[src/hdl/rom_check_cfg_pkg.sv]
`default_nettype none

package rom_check_cfg_pkg;

  // Multi-bit boolean, four bits wide
  // Only the two values below are legal, anything else reads as a fault
  typedef logic [3:0] mubi4_t;

  // Check passed
  localparam mubi4_t MuBi4True = 4'h6;

  // Check failed or not finished yet
  localparam mubi4_t MuBi4False = 4'h9;

  // Left rotate applied to a lane before each word is added
  localparam int unsigned DigestRot = 5;

  // Every lane starts from this value after reset
  localparam logic [31:0] LaneInit = 32'h0000_0000;

  // Lane update is: rotl(lane, DigestRot) + word, then xor address
  // Not a cryptographic hash, only catches simple corruption

endpackage

`default_nettype wire

[src/hdl/rom_check_state_pkg.sv]
`default_nettype none

package rom_check_state_pkg;

  // Scan stage FSM
  // Idle until start, Reading while requests go out, then Finished for good
  typedef enum logic [1:0] {
    Idle     = 2'b00,
    Reading  = 2'b01,
    Finished = 2'b10
  } scan_state_e;

  // Compare stage FSM
  // Waiting for the computed digest, Checking one word per cycle, then Done
  typedef enum logic [1:0] {
    Waiting  = 2'b00,
    Checking = 2'b01,
    Done     = 2'b10
  } cmp_state_e;

endpackage

`default_nettype wire

[src/hdl/rom_check_top.sv]
`timescale 1ns/10ps
`default_nettype none

module rom_check_top #(
  parameter int unsigned NumRomWords    = 16,
  parameter int unsigned NumDigestWords = 2
) (
  input  logic                           clk_i,
  input  logic                           rst_ni,
  input  logic                           start_i,
  output logic [$clog2(NumRomWords)-1:0] rom_addr_o,
  output logic                           rom_req_o,
  input  logic [31:0]                    rom_data_i,
  output logic                           done_o,
  output rom_check_cfg_pkg::mubi4_t      good_o,
  output logic                           alert_o
);

  localparam int unsigned AddrW = $clog2(NumRomWords);

  // Scan to digest
  logic                         data_valid;
  logic                         data_last;
  logic [31:0]                  data;
  logic [AddrW-1:0]             data_addr;
  // Scan to compare
  logic [NumDigestWords*32-1:0] exp_digest;
  logic                         scan_done;
  logic                         start_alert;
  // Digest to compare
  logic [NumDigestWords*32-1:0] digest;
  logic                         digest_done;
  logic                         ext_alert;

  // Compare finishing ahead of the scan means the stages fell out of step
  assign ext_alert = start_alert | (done_o & ~scan_done);

  rom_scan #(
    .NumRomWords    (NumRomWords),
    .NumDigestWords (NumDigestWords)
  ) u_rom_scan (
    .clk_i         (clk_i),
    .rst_ni        (rst_ni),
    .start_i       (start_i),
    .rom_addr_o    (rom_addr_o),
    .rom_req_o     (rom_req_o),
    .rom_data_i    (rom_data_i),
    .data_valid_o  (data_valid),
    .data_last_o   (data_last),
    .data_o        (data),
    .data_addr_o   (data_addr),
    .exp_digest_o  (exp_digest),
    .scan_done_o   (scan_done),
    .start_alert_o (start_alert)
  );

  rom_digest #(
    .NumRomWords    (NumRomWords),
    .NumDigestWords (NumDigestWords)
  ) u_rom_digest (
    .clk_i         (clk_i),
    .rst_ni        (rst_ni),
    .data_valid_i  (data_valid),
    .data_last_i   (data_last),
    .data_i        (data),
    .data_addr_i   (data_addr),
    .digest_o      (digest),
    .digest_done_o (digest_done)
  );

  rom_compare #(
    .NumDigestWords (NumDigestWords)
  ) u_rom_compare (
    .clk_i        (clk_i),
    .rst_ni       (rst_ni),
    .start_i      (digest_done),
    .digest_i     (digest),
    .exp_digest_i (exp_digest),
    .ext_alert_i  (ext_alert),
    .done_o       (done_o),
    .good_o       (good_o),
    .alert_o      (alert_o)
  );

endmodule

`default_nettype wire

[src/hdl/rom_compare.sv]
`timescale 1ns/10ps
`default_nettype none

module rom_compare #(
  parameter int unsigned NumDigestWords = 2
) (
  input  logic                         clk_i,
  input  logic                         rst_ni,
  input  logic                         start_i,
  input  logic [NumDigestWords*32-1:0] digest_i,
  input  logic [NumDigestWords*32-1:0] exp_digest_i,
  input  logic                         ext_alert_i,
  output logic                         done_o,
  output rom_check_cfg_pkg::mubi4_t    good_o,
  output logic                         alert_o
);

  import rom_check_cfg_pkg::*;
  import rom_check_state_pkg::*;

  localparam int unsigned IdxW = (NumDigestWords > 1) ? $clog2(NumDigestWords) : 1;
  localparam logic [IdxW-1:0] LastIdx = IdxW'(NumDigestWords - 1);

  cmp_state_e      state_q, state_d;
  logic [IdxW-1:0] idx_q;
  logic            idx_incr;
  logic            matches_q;
  logic            alert_q;
  logic            fsm_alert;
  logic            start_alert;
  logic            wait_idx_alert;
  logic            done_idx_alert;
  logic [IdxW+4:0] word_lsb;
  logic [31:0]     digest_word;
  logic [31:0]     exp_digest_word;

  always_comb begin
    state_d   = state_q;
    fsm_alert = 1'b0;
    unique case (state_q)
      Waiting: begin
        if (start_i) begin
          state_d = Checking;
        end
      end
      Checking: begin
        // Last word compared this cycle
        if (idx_q == LastIdx) begin
          state_d = Done;
        end
      end
      Done: begin
        // Final, only reset leaves
      end
      default: fsm_alert = 1'b1;
    endcase
  end

  // Consistency checks on control flow and the index
  assign start_alert    = start_i && (state_q != Waiting);
  assign wait_idx_alert = (state_q == Waiting) && (idx_q != '0);
  assign done_idx_alert = (state_q == Done) && (idx_q != LastIdx);

  // Index stops on the last word so it never wraps
  assign idx_incr = (state_q == Checking) && (idx_q != LastIdx);

  // Word select, 32 bits per index step
  assign word_lsb        = {idx_q, 5'd0};
  assign digest_word     = digest_i[word_lsb +: 32];
  assign exp_digest_word = exp_digest_i[word_lsb +: 32];

  always_ff @(posedge clk_i or negedge rst_ni) begin
    if (!rst_ni) begin
      state_q   <= Waiting;
      idx_q     <= '0;
      matches_q <= 1'b1;
      alert_q   <= 1'b0;
    end else begin
      state_q <= state_d;
      if (idx_incr) begin
        idx_q <= idx_q + 1'b1;
      end
      // Any mismatching word clears it for good
      if (state_q == Checking) begin
        matches_q <= matches_q && (digest_word == exp_digest_word);
      end
      // Sticky until reset
      alert_q <= alert_q | fsm_alert | start_alert | wait_idx_alert |
                 done_idx_alert | ext_alert_i;
    end
  end

  assign done_o = (state_q == Done);

  // Good only once Done and every word matched
  assign good_o = (done_o && matches_q) ? MuBi4True : MuBi4False;

  assign alert_o = alert_q;

endmodule

`default_nettype wire

[src/hdl/rom_digest.sv]
`timescale 1ns/10ps
`default_nettype none

module rom_digest #(
  parameter int unsigned NumRomWords    = 16,
  parameter int unsigned NumDigestWords = 2
) (
  input  logic                           clk_i,
  input  logic                           rst_ni,
  input  logic                           data_valid_i,
  input  logic                           data_last_i,
  input  logic [31:0]                    data_i,
  input  logic [$clog2(NumRomWords)-1:0] data_addr_i,
  output logic [NumDigestWords*32-1:0]   digest_o,
  output logic                           digest_done_o
);

  import rom_check_cfg_pkg::*;

  localparam int unsigned AddrW = $clog2(NumRomWords);

  logic [AddrW-1:0] lane_sel;
  logic [31:0]      lane_q [NumDigestWords];
  logic             digest_done_q;

  // One fold step: rotate left, add the word, xor in the address
  function automatic logic [31:0] fold_step(
    input logic [31:0]      lane,
    input logic [31:0]      word,
    input logic [AddrW-1:0] addr
  );
    logic [31:0] rotated;
    rotated = (lane << DigestRot) | (lane >> (32 - DigestRot));
    return (rotated + word) ^ 32'(addr);
  endfunction

  // Address modulo lane count picks the lane
  assign lane_sel = data_addr_i % AddrW'(NumDigestWords);

  for (genvar k = 0; k < NumDigestWords; k++) begin : g_lane
    always_ff @(posedge clk_i or negedge rst_ni) begin
      if (!rst_ni) begin
        lane_q[k] <= LaneInit;
      end else if (data_valid_i && (lane_sel == AddrW'(k))) begin
        lane_q[k] <= fold_step(lane_q[k], data_i, data_addr_i);
      end
    end
    assign digest_o[k*32 +: 32] = lane_q[k];
  end

  // Last word folded in on the same edge
  always_ff @(posedge clk_i or negedge rst_ni) begin
    if (!rst_ni) begin
      digest_done_q <= 1'b0;
    end else begin
      digest_done_q <= data_valid_i && data_last_i;
    end
  end

  assign digest_done_o = digest_done_q;

endmodule

`default_nettype wire

[src/hdl/rom_scan.sv]
`timescale 1ns/10ps
`default_nettype none

module rom_scan #(
  parameter int unsigned NumRomWords    = 16,
  parameter int unsigned NumDigestWords = 2
) (
  input  logic                             clk_i,
  input  logic                             rst_ni,
  input  logic                             start_i,
  output logic [$clog2(NumRomWords)-1:0]   rom_addr_o,
  output logic                             rom_req_o,
  input  logic [31:0]                      rom_data_i,
  output logic                             data_valid_o,
  output logic                             data_last_o,
  output logic [31:0]                      data_o,
  output logic [$clog2(NumRomWords)-1:0]   data_addr_o,
  output logic [NumDigestWords*32-1:0]     exp_digest_o,
  output logic                             scan_done_o,
  output logic                             start_alert_o
);

  import rom_check_state_pkg::*;

  localparam int unsigned AddrW     = $clog2(NumRomWords);
  localparam int unsigned DataWords = NumRomWords - NumDigestWords;

  // Address landmarks
  localparam logic [AddrW-1:0] LastAddr = AddrW'(NumRomWords - 1);
  localparam logic [AddrW-1:0] LastData = AddrW'(DataWords - 1);
  localparam logic [AddrW-1:0] FirstExp = AddrW'(DataWords);

  scan_state_e      state_q, state_d;
  logic [AddrW-1:0] addr_q;
  // Request delayed by one cycle, lines up with rom_data_i
  logic             rsp_valid_q;
  logic [AddrW-1:0] rsp_addr_q;
  logic [31:0]      exp_word_q [NumDigestWords];

  always_comb begin
    state_d = state_q;
    unique case (state_q)
      Idle: begin
        if (start_i) begin
          state_d = Reading;
        end
      end
      Reading: begin
        // Last request goes out this cycle
        if (addr_q == LastAddr) begin
          state_d = Finished;
        end
      end
      Finished: begin
        // Final, only reset leaves
      end
      default: state_d = Idle;
    endcase
  end

  always_ff @(posedge clk_i or negedge rst_ni) begin
    if (!rst_ni) begin
      state_q     <= Idle;
      addr_q      <= '0;
      rsp_valid_q <= 1'b0;
      rsp_addr_q  <= '0;
    end else begin
      state_q     <= state_d;
      rsp_valid_q <= rom_req_o;
      rsp_addr_q  <= addr_q;
      // Counter parks on the top address
      if (rom_req_o && (addr_q != LastAddr)) begin
        addr_q <= addr_q + 1'b1;
      end
    end
  end

  assign rom_req_o  = (state_q == Reading);
  assign rom_addr_o = addr_q;

  // Low words go on to the digest stage
  assign data_valid_o = rsp_valid_q && (rsp_addr_q < FirstExp);
  assign data_last_o  = rsp_valid_q && (rsp_addr_q == LastData);
  assign data_o       = rom_data_i;
  assign data_addr_o  = rsp_addr_q;

  // Top words are the stored digest, one slot each
  for (genvar i = 0; i < NumDigestWords; i++) begin : g_exp_word
    localparam logic [AddrW-1:0] WordAddr = AddrW'(DataWords + i);
    always_ff @(posedge clk_i) begin
      if (rsp_valid_q && (rsp_addr_q == WordAddr)) begin
        exp_word_q[i] <= rom_data_i;
      end
    end
    // Word 0 in the low bits
    assign exp_digest_o[i*32 +: 32] = exp_word_q[i];
  end

  // Last response has landed
  assign scan_done_o = (state_q == Finished) && !rsp_valid_q;

  // Start while busy or finished is ignored but flagged
  assign start_alert_o = start_i && (state_q != Idle);

endmodule

`default_nettype wire

[config.mk]
export PLATFORM = sky130hd
export DESIGN_NAME = rom_check_top
export DESIGN_NICKNAME = d
export VERILOG_FILES = /design/src/hdl/rom_check_cfg_pkg.sv /design/src/hdl/rom_check_state_pkg.sv /design/src/hdl/rom_check_top.sv /design/src/hdl/rom_compare.sv /design/src/hdl/rom_digest.sv /design/src/hdl/rom_scan.sv
export SDC_FILE = /design/constraint.sdc
export NUM_CORES = 1
export LEC_CHECK = 0
export BUFFER_PORTS_ARGS = -buffer_cell sky130_fd_sc_hd__buf_2
export CAP_MARGIN = 15
export CORE_ASPECT_RATIO = 1.75
export CORE_MARGIN = 3
export CORE_UTILIZATION = 55
export DETAILED_ROUTE_END_ITERATION = 10
export GPL_ROUTABILITY_DRIVEN = 1
export MAX_ROUTING_LAYER = met4
export PLACE_DENSITY = 0.75
export SYNTH_ARGS = -nofsm -noshare
export SYNTH_HDL_FRONTEND = slang
export SYNTH_HIERARCHICAL = 1
export SYNTH_SLANG_ARGS = --single-unit
[constraint.sdc]
create_clock -name clk_i -period 2.9 [get_ports clk_i]
set_clock_uncertainty 0.1 [all_clocks]
set_input_delay 0.58 -clock clk_i [delete_from_list [all_inputs] [get_ports clk_i]]
set_output_delay 0.58 -clock clk_i [all_outputs]
set_load 0.02 [all_outputs]
==> results.py <==
metrics = {
    "sta": {
        "fmax_ghz": 0.351,
        "layout_worst_path_cycle_share_pct": 98.2,
        "finalWorstPathRequiredPeriod_ps": 2850,
        "worst_slew_margin_rel_pct": 53.3,
        "grt_setup_unrepaired": "yes",
        "finalSetupViolations": 0,
        "final_max_slew_viol_count": 0,
        "count_of_endpoints_failing_hold_in_the_final_timing_report": 0,
        "worst_pin_slew_ps": 694,
        "fin_hold_ws_ps": 15.3,
    },
    "route": {
        "detail_route.drc_violations": 0,
        "routed.top_layer": "met4",
        "drtAntennaViolNets": 0,
        "met3_wirelength_um": 1470,
        "met1Wirelength_um": 9650,
        "vias_per_cell": 6.08,
        "route.final.wire_length_um": 28700,
        "drt_initial_violations": 617,
        "dr_wl_met2_um": 14600,
        "vias": 8044,
        "detail_route.first_pass.iterations": 7,
        "route.detailed.wl_per_inst_um": 21.7,
    },
    "cts": {
        "cts_tree": "built",
        "clk_transition_reported_paths_ps": 70,
        "clock_tree.root_cell": "sky130_fd_sc_hd__clkbuf_16",
        "numClockSinks": 145,
        "cts_inserted_buffers": 17,
        "worst_skew_pair.late_latency_ps": 440,
        "cts.repair_timing.setup_buffer_count": 0,
        "hold_fix_buffers_at_cts": 0,
        "clock_path_buffers": 2,
        "cts_max_level": 4,
    },
    "placement": {
        "placement.io_buffers": 45,
        "finalWeightedCongestion": 0.990,
        "detailed_place_hpwl_um": 22200,
    },
    "finish": {
        "num_antenna_cells": 0,
        "final_layout_size_suffix_gt1_share_pct": 21.2,
        "final_util_pct": 67.3,
        "final_net_count": 1186,
        "nFillCells": 1359,
        "areaGrowthSynthToFinish_pct": 18.2,
    },
    "run": {
        "timing.max_cap.violations": 0,
    },
    "die": {
        "floorplan_die_area_sq_um": 18800,
        "core_sq_um": 16600,
        "die_w_um": 105,
        "die_h_um": 179,
        "placementRows": 62,
        "floorplan.io_pins": 46,
        "initial_util_pct": 56.9,
    },
    "critical_path": {
        "setup.worst_path.end_class": "flip-flop",
        "worst-endpoint-arrival_ps": 3120,
        "start_kind": "flip-flop",
        "timing.critical_path.required_ps": 3170,
        "critical_path_peak_fanout": 4,
        "critical_path_class": "flip-flop to flip-flop",
    },
    "power_and_ir_drop": {
        "leakagePower_uw": 0.00497,
        "max-vdd-ir-drop_mv": 0.816,
        "power.density_nw_per_um2": 1260,
    },
    "logic_synthesis": {
        "synth_enable_flop_cells": 64,
        "netlist_area_sq_um": 9450,
        "synth_top_area_share_pct": 21.2,
        "yosys-top-cells-area": "sky130_fd_sc_hd__dfrtp_1 (21%), sky130_fd_sc_hd__edfxtp_1 (20%), sky130_fd_sc_hd__ha_1 (8.3%)",
        "mappedNetlistNets": 1067,
        "syn_area_per_cell_sq_um": 9.77,
        "synthDistinctLibCells": 75,
        "synth_largest_area_cell": "sky130_fd_sc_hd__dfrtp_1",
        "sequential_element_share_of_the_synthesized_area_pct": 41.8,
        "ys_dominant_reg_cell": "sky130_fd_sc_hd__dfrtp_1",
        "synth-seq-cells": 145,
        "postSynth.asyncResetShare_pct": 55.9,
        "yosys_warnings": 6,
        "synthCells": 967,
    },
    "grt": {
        "pin_count_of_the_biggest_net_entering_global_routing": 46,
        "grt_usage_pct": 31.9,
        "grt.overflow.total": 0,
        "wire_length_of_the_first_global_routing_pass_um": 43700,
        "grt_pass1_vias": 8260,
        "grt_antenna_before_repair": 0,
    },
    "outcome": {
        "status": "complete, no violations",
    },
    "min_path": {
        "holdCritPathClass": "input port to asynchronous set/reset pin",
    },
}
[critical path, cell delays in order (launching register included)]
cell	delay (ps)
sky130_fd_sc_hd__dfrtp_1	530
sky130_fd_sc_hd__inv_1	120
sky130_fd_sc_hd__fa_2	370
sky130_fd_sc_hd__and2b_1	240
sky130_fd_sc_hd__o21ai_2	90
sky130_fd_sc_hd__a21boi_4	170
sky130_fd_sc_hd__o22ai_4	130
sky130_fd_sc_hd__o31ai_4	280
sky130_fd_sc_hd__a31oi_2	130
sky130_fd_sc_hd__or4_1	510
sky130_fd_sc_hd__nand3_1	100
[cell usage after synthesis (9+ instances only)]
library cell and number:
sky130_fd_sc_hd__nand2_1 118, sky130_fd_sc_hd__xor2_1 84, sky130_fd_sc_hd__dfrtp_1 80, sky130_fd_sc_hd__edfxtp_1 64, sky130_fd_sc_hd__ha_1 63, sky130_fd_sc_hd__a21oi_1 52, sky130_fd_sc_hd__nor2_1 43, sky130_fd_sc_hd__o21ai_1 43
sky130_fd_sc_hd__o21ai_0 40, sky130_fd_sc_hd__xnor2_1 40, sky130_fd_sc_hd__buf_4 34, sky130_fd_sc_hd__a21o_1 32, sky130_fd_sc_hd__clkbuf_1 27, sky130_fd_sc_hd__nand4_1 25, sky130_fd_sc_hd__inv_1 24, sky130_fd_sc_hd__nand3_1 19
sky130_fd_sc_hd__nor4_1 16, sky130_fd_sc_hd__nand2b_1 13, sky130_fd_sc_hd__a31oi_1 12, sky130_fd_sc_hd__nor3_1 10, sky130_fd_sc_hd__o21a_1 10, sky130_fd_sc_hd__o31ai_1 9
[per-layer routing]
layer | up-vias | track usage (%)
met4 | 0 | 27.5
met2 | 358 | 55.5
met5 | - | -
met3 | 153 | 5.20
met1 | 3813 | 30.7
li1 | 3720 | -
[power breakdown]
group | total [uW] | internal, uW | leakage (uW) | switching [uW]
clock network | 2250 | 1290 | 0.000287 | 962
logic | 8100 | 3530 | 0.00313 | 4570
registers | 3770 | 2930 | 0.00155 | 840
total | 14100 | 7740 | 0.00497 | 6370
[final cells by class]
type	instances	area, sq um	share of cell area, %
sequential	145	3950	35.4
inverter	24	90.1	0.807
tap	224	280	2.51
multi-input combinational	732	5100	45.7
timing repair buffer	166	1150	10.3
clock buffer	17	425	3.81
clock inverter	15	171	1.54
[sequential cells by signal, summed over array words and instances, names as in the netlist]
name	count
u_rom_scan/rsp_valid_q	1
u_rom_digest/digest_done_o	1
u_rom_scan/state_q	2
u_rom_scan/data_addr_o	4
u_rom_compare/state_q	2
u_rom_compare/idx_q	1
u_rom_compare/alert_o	1
u_rom_scan/exp_word_q	64
u_rom_scan/rom_addr_o	4
u_rom_compare/matches_q	1
u_rom_digest/digest_o	64
[worst paths after layout]
check,to,startpoint,slack (ps),cells past startpoint
min in group clk_i,u_rom_scan/exp_word_q[0][0],rom_data_i[0],280,1
worst min-delay path,u_rom_digest/digest_o[7],rst_ni,20,1
worst max-delay path,u_rom_digest/digest_o[28],u_rom_digest/digest_o[28],50,10
max in group asynchronous,u_rom_compare/matches_q,rst_ni,1990,2
worst max register to register,u_rom_digest/digest_o[28],u_rom_digest/digest_o[28],50,10
worst min register to register,u_rom_scan/data_addr_o[1],u_rom_scan/rom_addr_o[1],370,0
[cell families after synthesis]
logic type | count (synthesis) | share of synthesized area (%)
mux | 2 | 0.278
buf+inv | 90 | 4.97
compound gates | 260 | 18.3
flops | 145 | 41.8
simple gates | 281 | 14.4
fa+ha+maj | 65 | 8.77
xor+xnor | 124 | 11.5
[stage by stage]
stage | cells | setup WS, ps | total power, uW | area (sq um) | setup TNS [ps]
floorplan | 967 | 10.4 | 8730 | 9470 | 0
CTS | 1323 | 28.6 | 14000 | 11100 | 0
global route | 1323 | -31.7 | 15000 | 11200 | -62.7
finish | 1323 | 53.3 | 14100 | 11200 | 0
global placement | 1291 | -177 | 11400 | 10500 | -1250
detailed placement | 1291 | -244 | 11600 | 10500 | -2290
[repair_timing]
| item | in CTS | in global routing |
|---|---|---|
| pin swaps | 0 | 0 |
| setup endpoints to repair | 2 | 9 |
| resized for setup | 2 | 9 |
[layout by cell type (no fill, tap or decap), types with 6 or more instances in the layout]
master and count:
sky130_fd_sc_hd__inv_1 24, sky130_fd_sc_hd__o211ai_1 6, sky130_fd_sc_hd__xor2_1 84, sky130_fd_sc_hd__a31oi_1 10
sky130_fd_sc_hd__nor2b_1 6, sky130_fd_sc_hd__xnor2_1 40, sky130_fd_sc_hd__nand3_1 19, sky130_fd_sc_hd__ha_1 62
sky130_fd_sc_hd__nor4_1 16, sky130_fd_sc_hd__edfxtp_1 64, sky130_fd_sc_hd__buf_4 121, sky130_fd_sc_hd__nor2_1 42
sky130_fd_sc_hd__o31ai_1 9, sky130_fd_sc_hd__clkbuf_16 17, sky130_fd_sc_hd__nor3_1 10, sky130_fd_sc_hd__buf_2 44
sky130_fd_sc_hd__dfrtp_1 78, sky130_fd_sc_hd__o21a_1 10, sky130_fd_sc_hd__nand2b_1 12, sky130_fd_sc_hd__a21oi_1 52
sky130_fd_sc_hd__o21ai_1 43, sky130_fd_sc_hd__and2_1 6, sky130_fd_sc_hd__a21o_1 32, sky130_fd_sc_hd__nand4_1 25
sky130_fd_sc_hd__nand2_1 117, sky130_fd_sc_hd__o21ai_0 40
(Power assumes the default switching activity.)
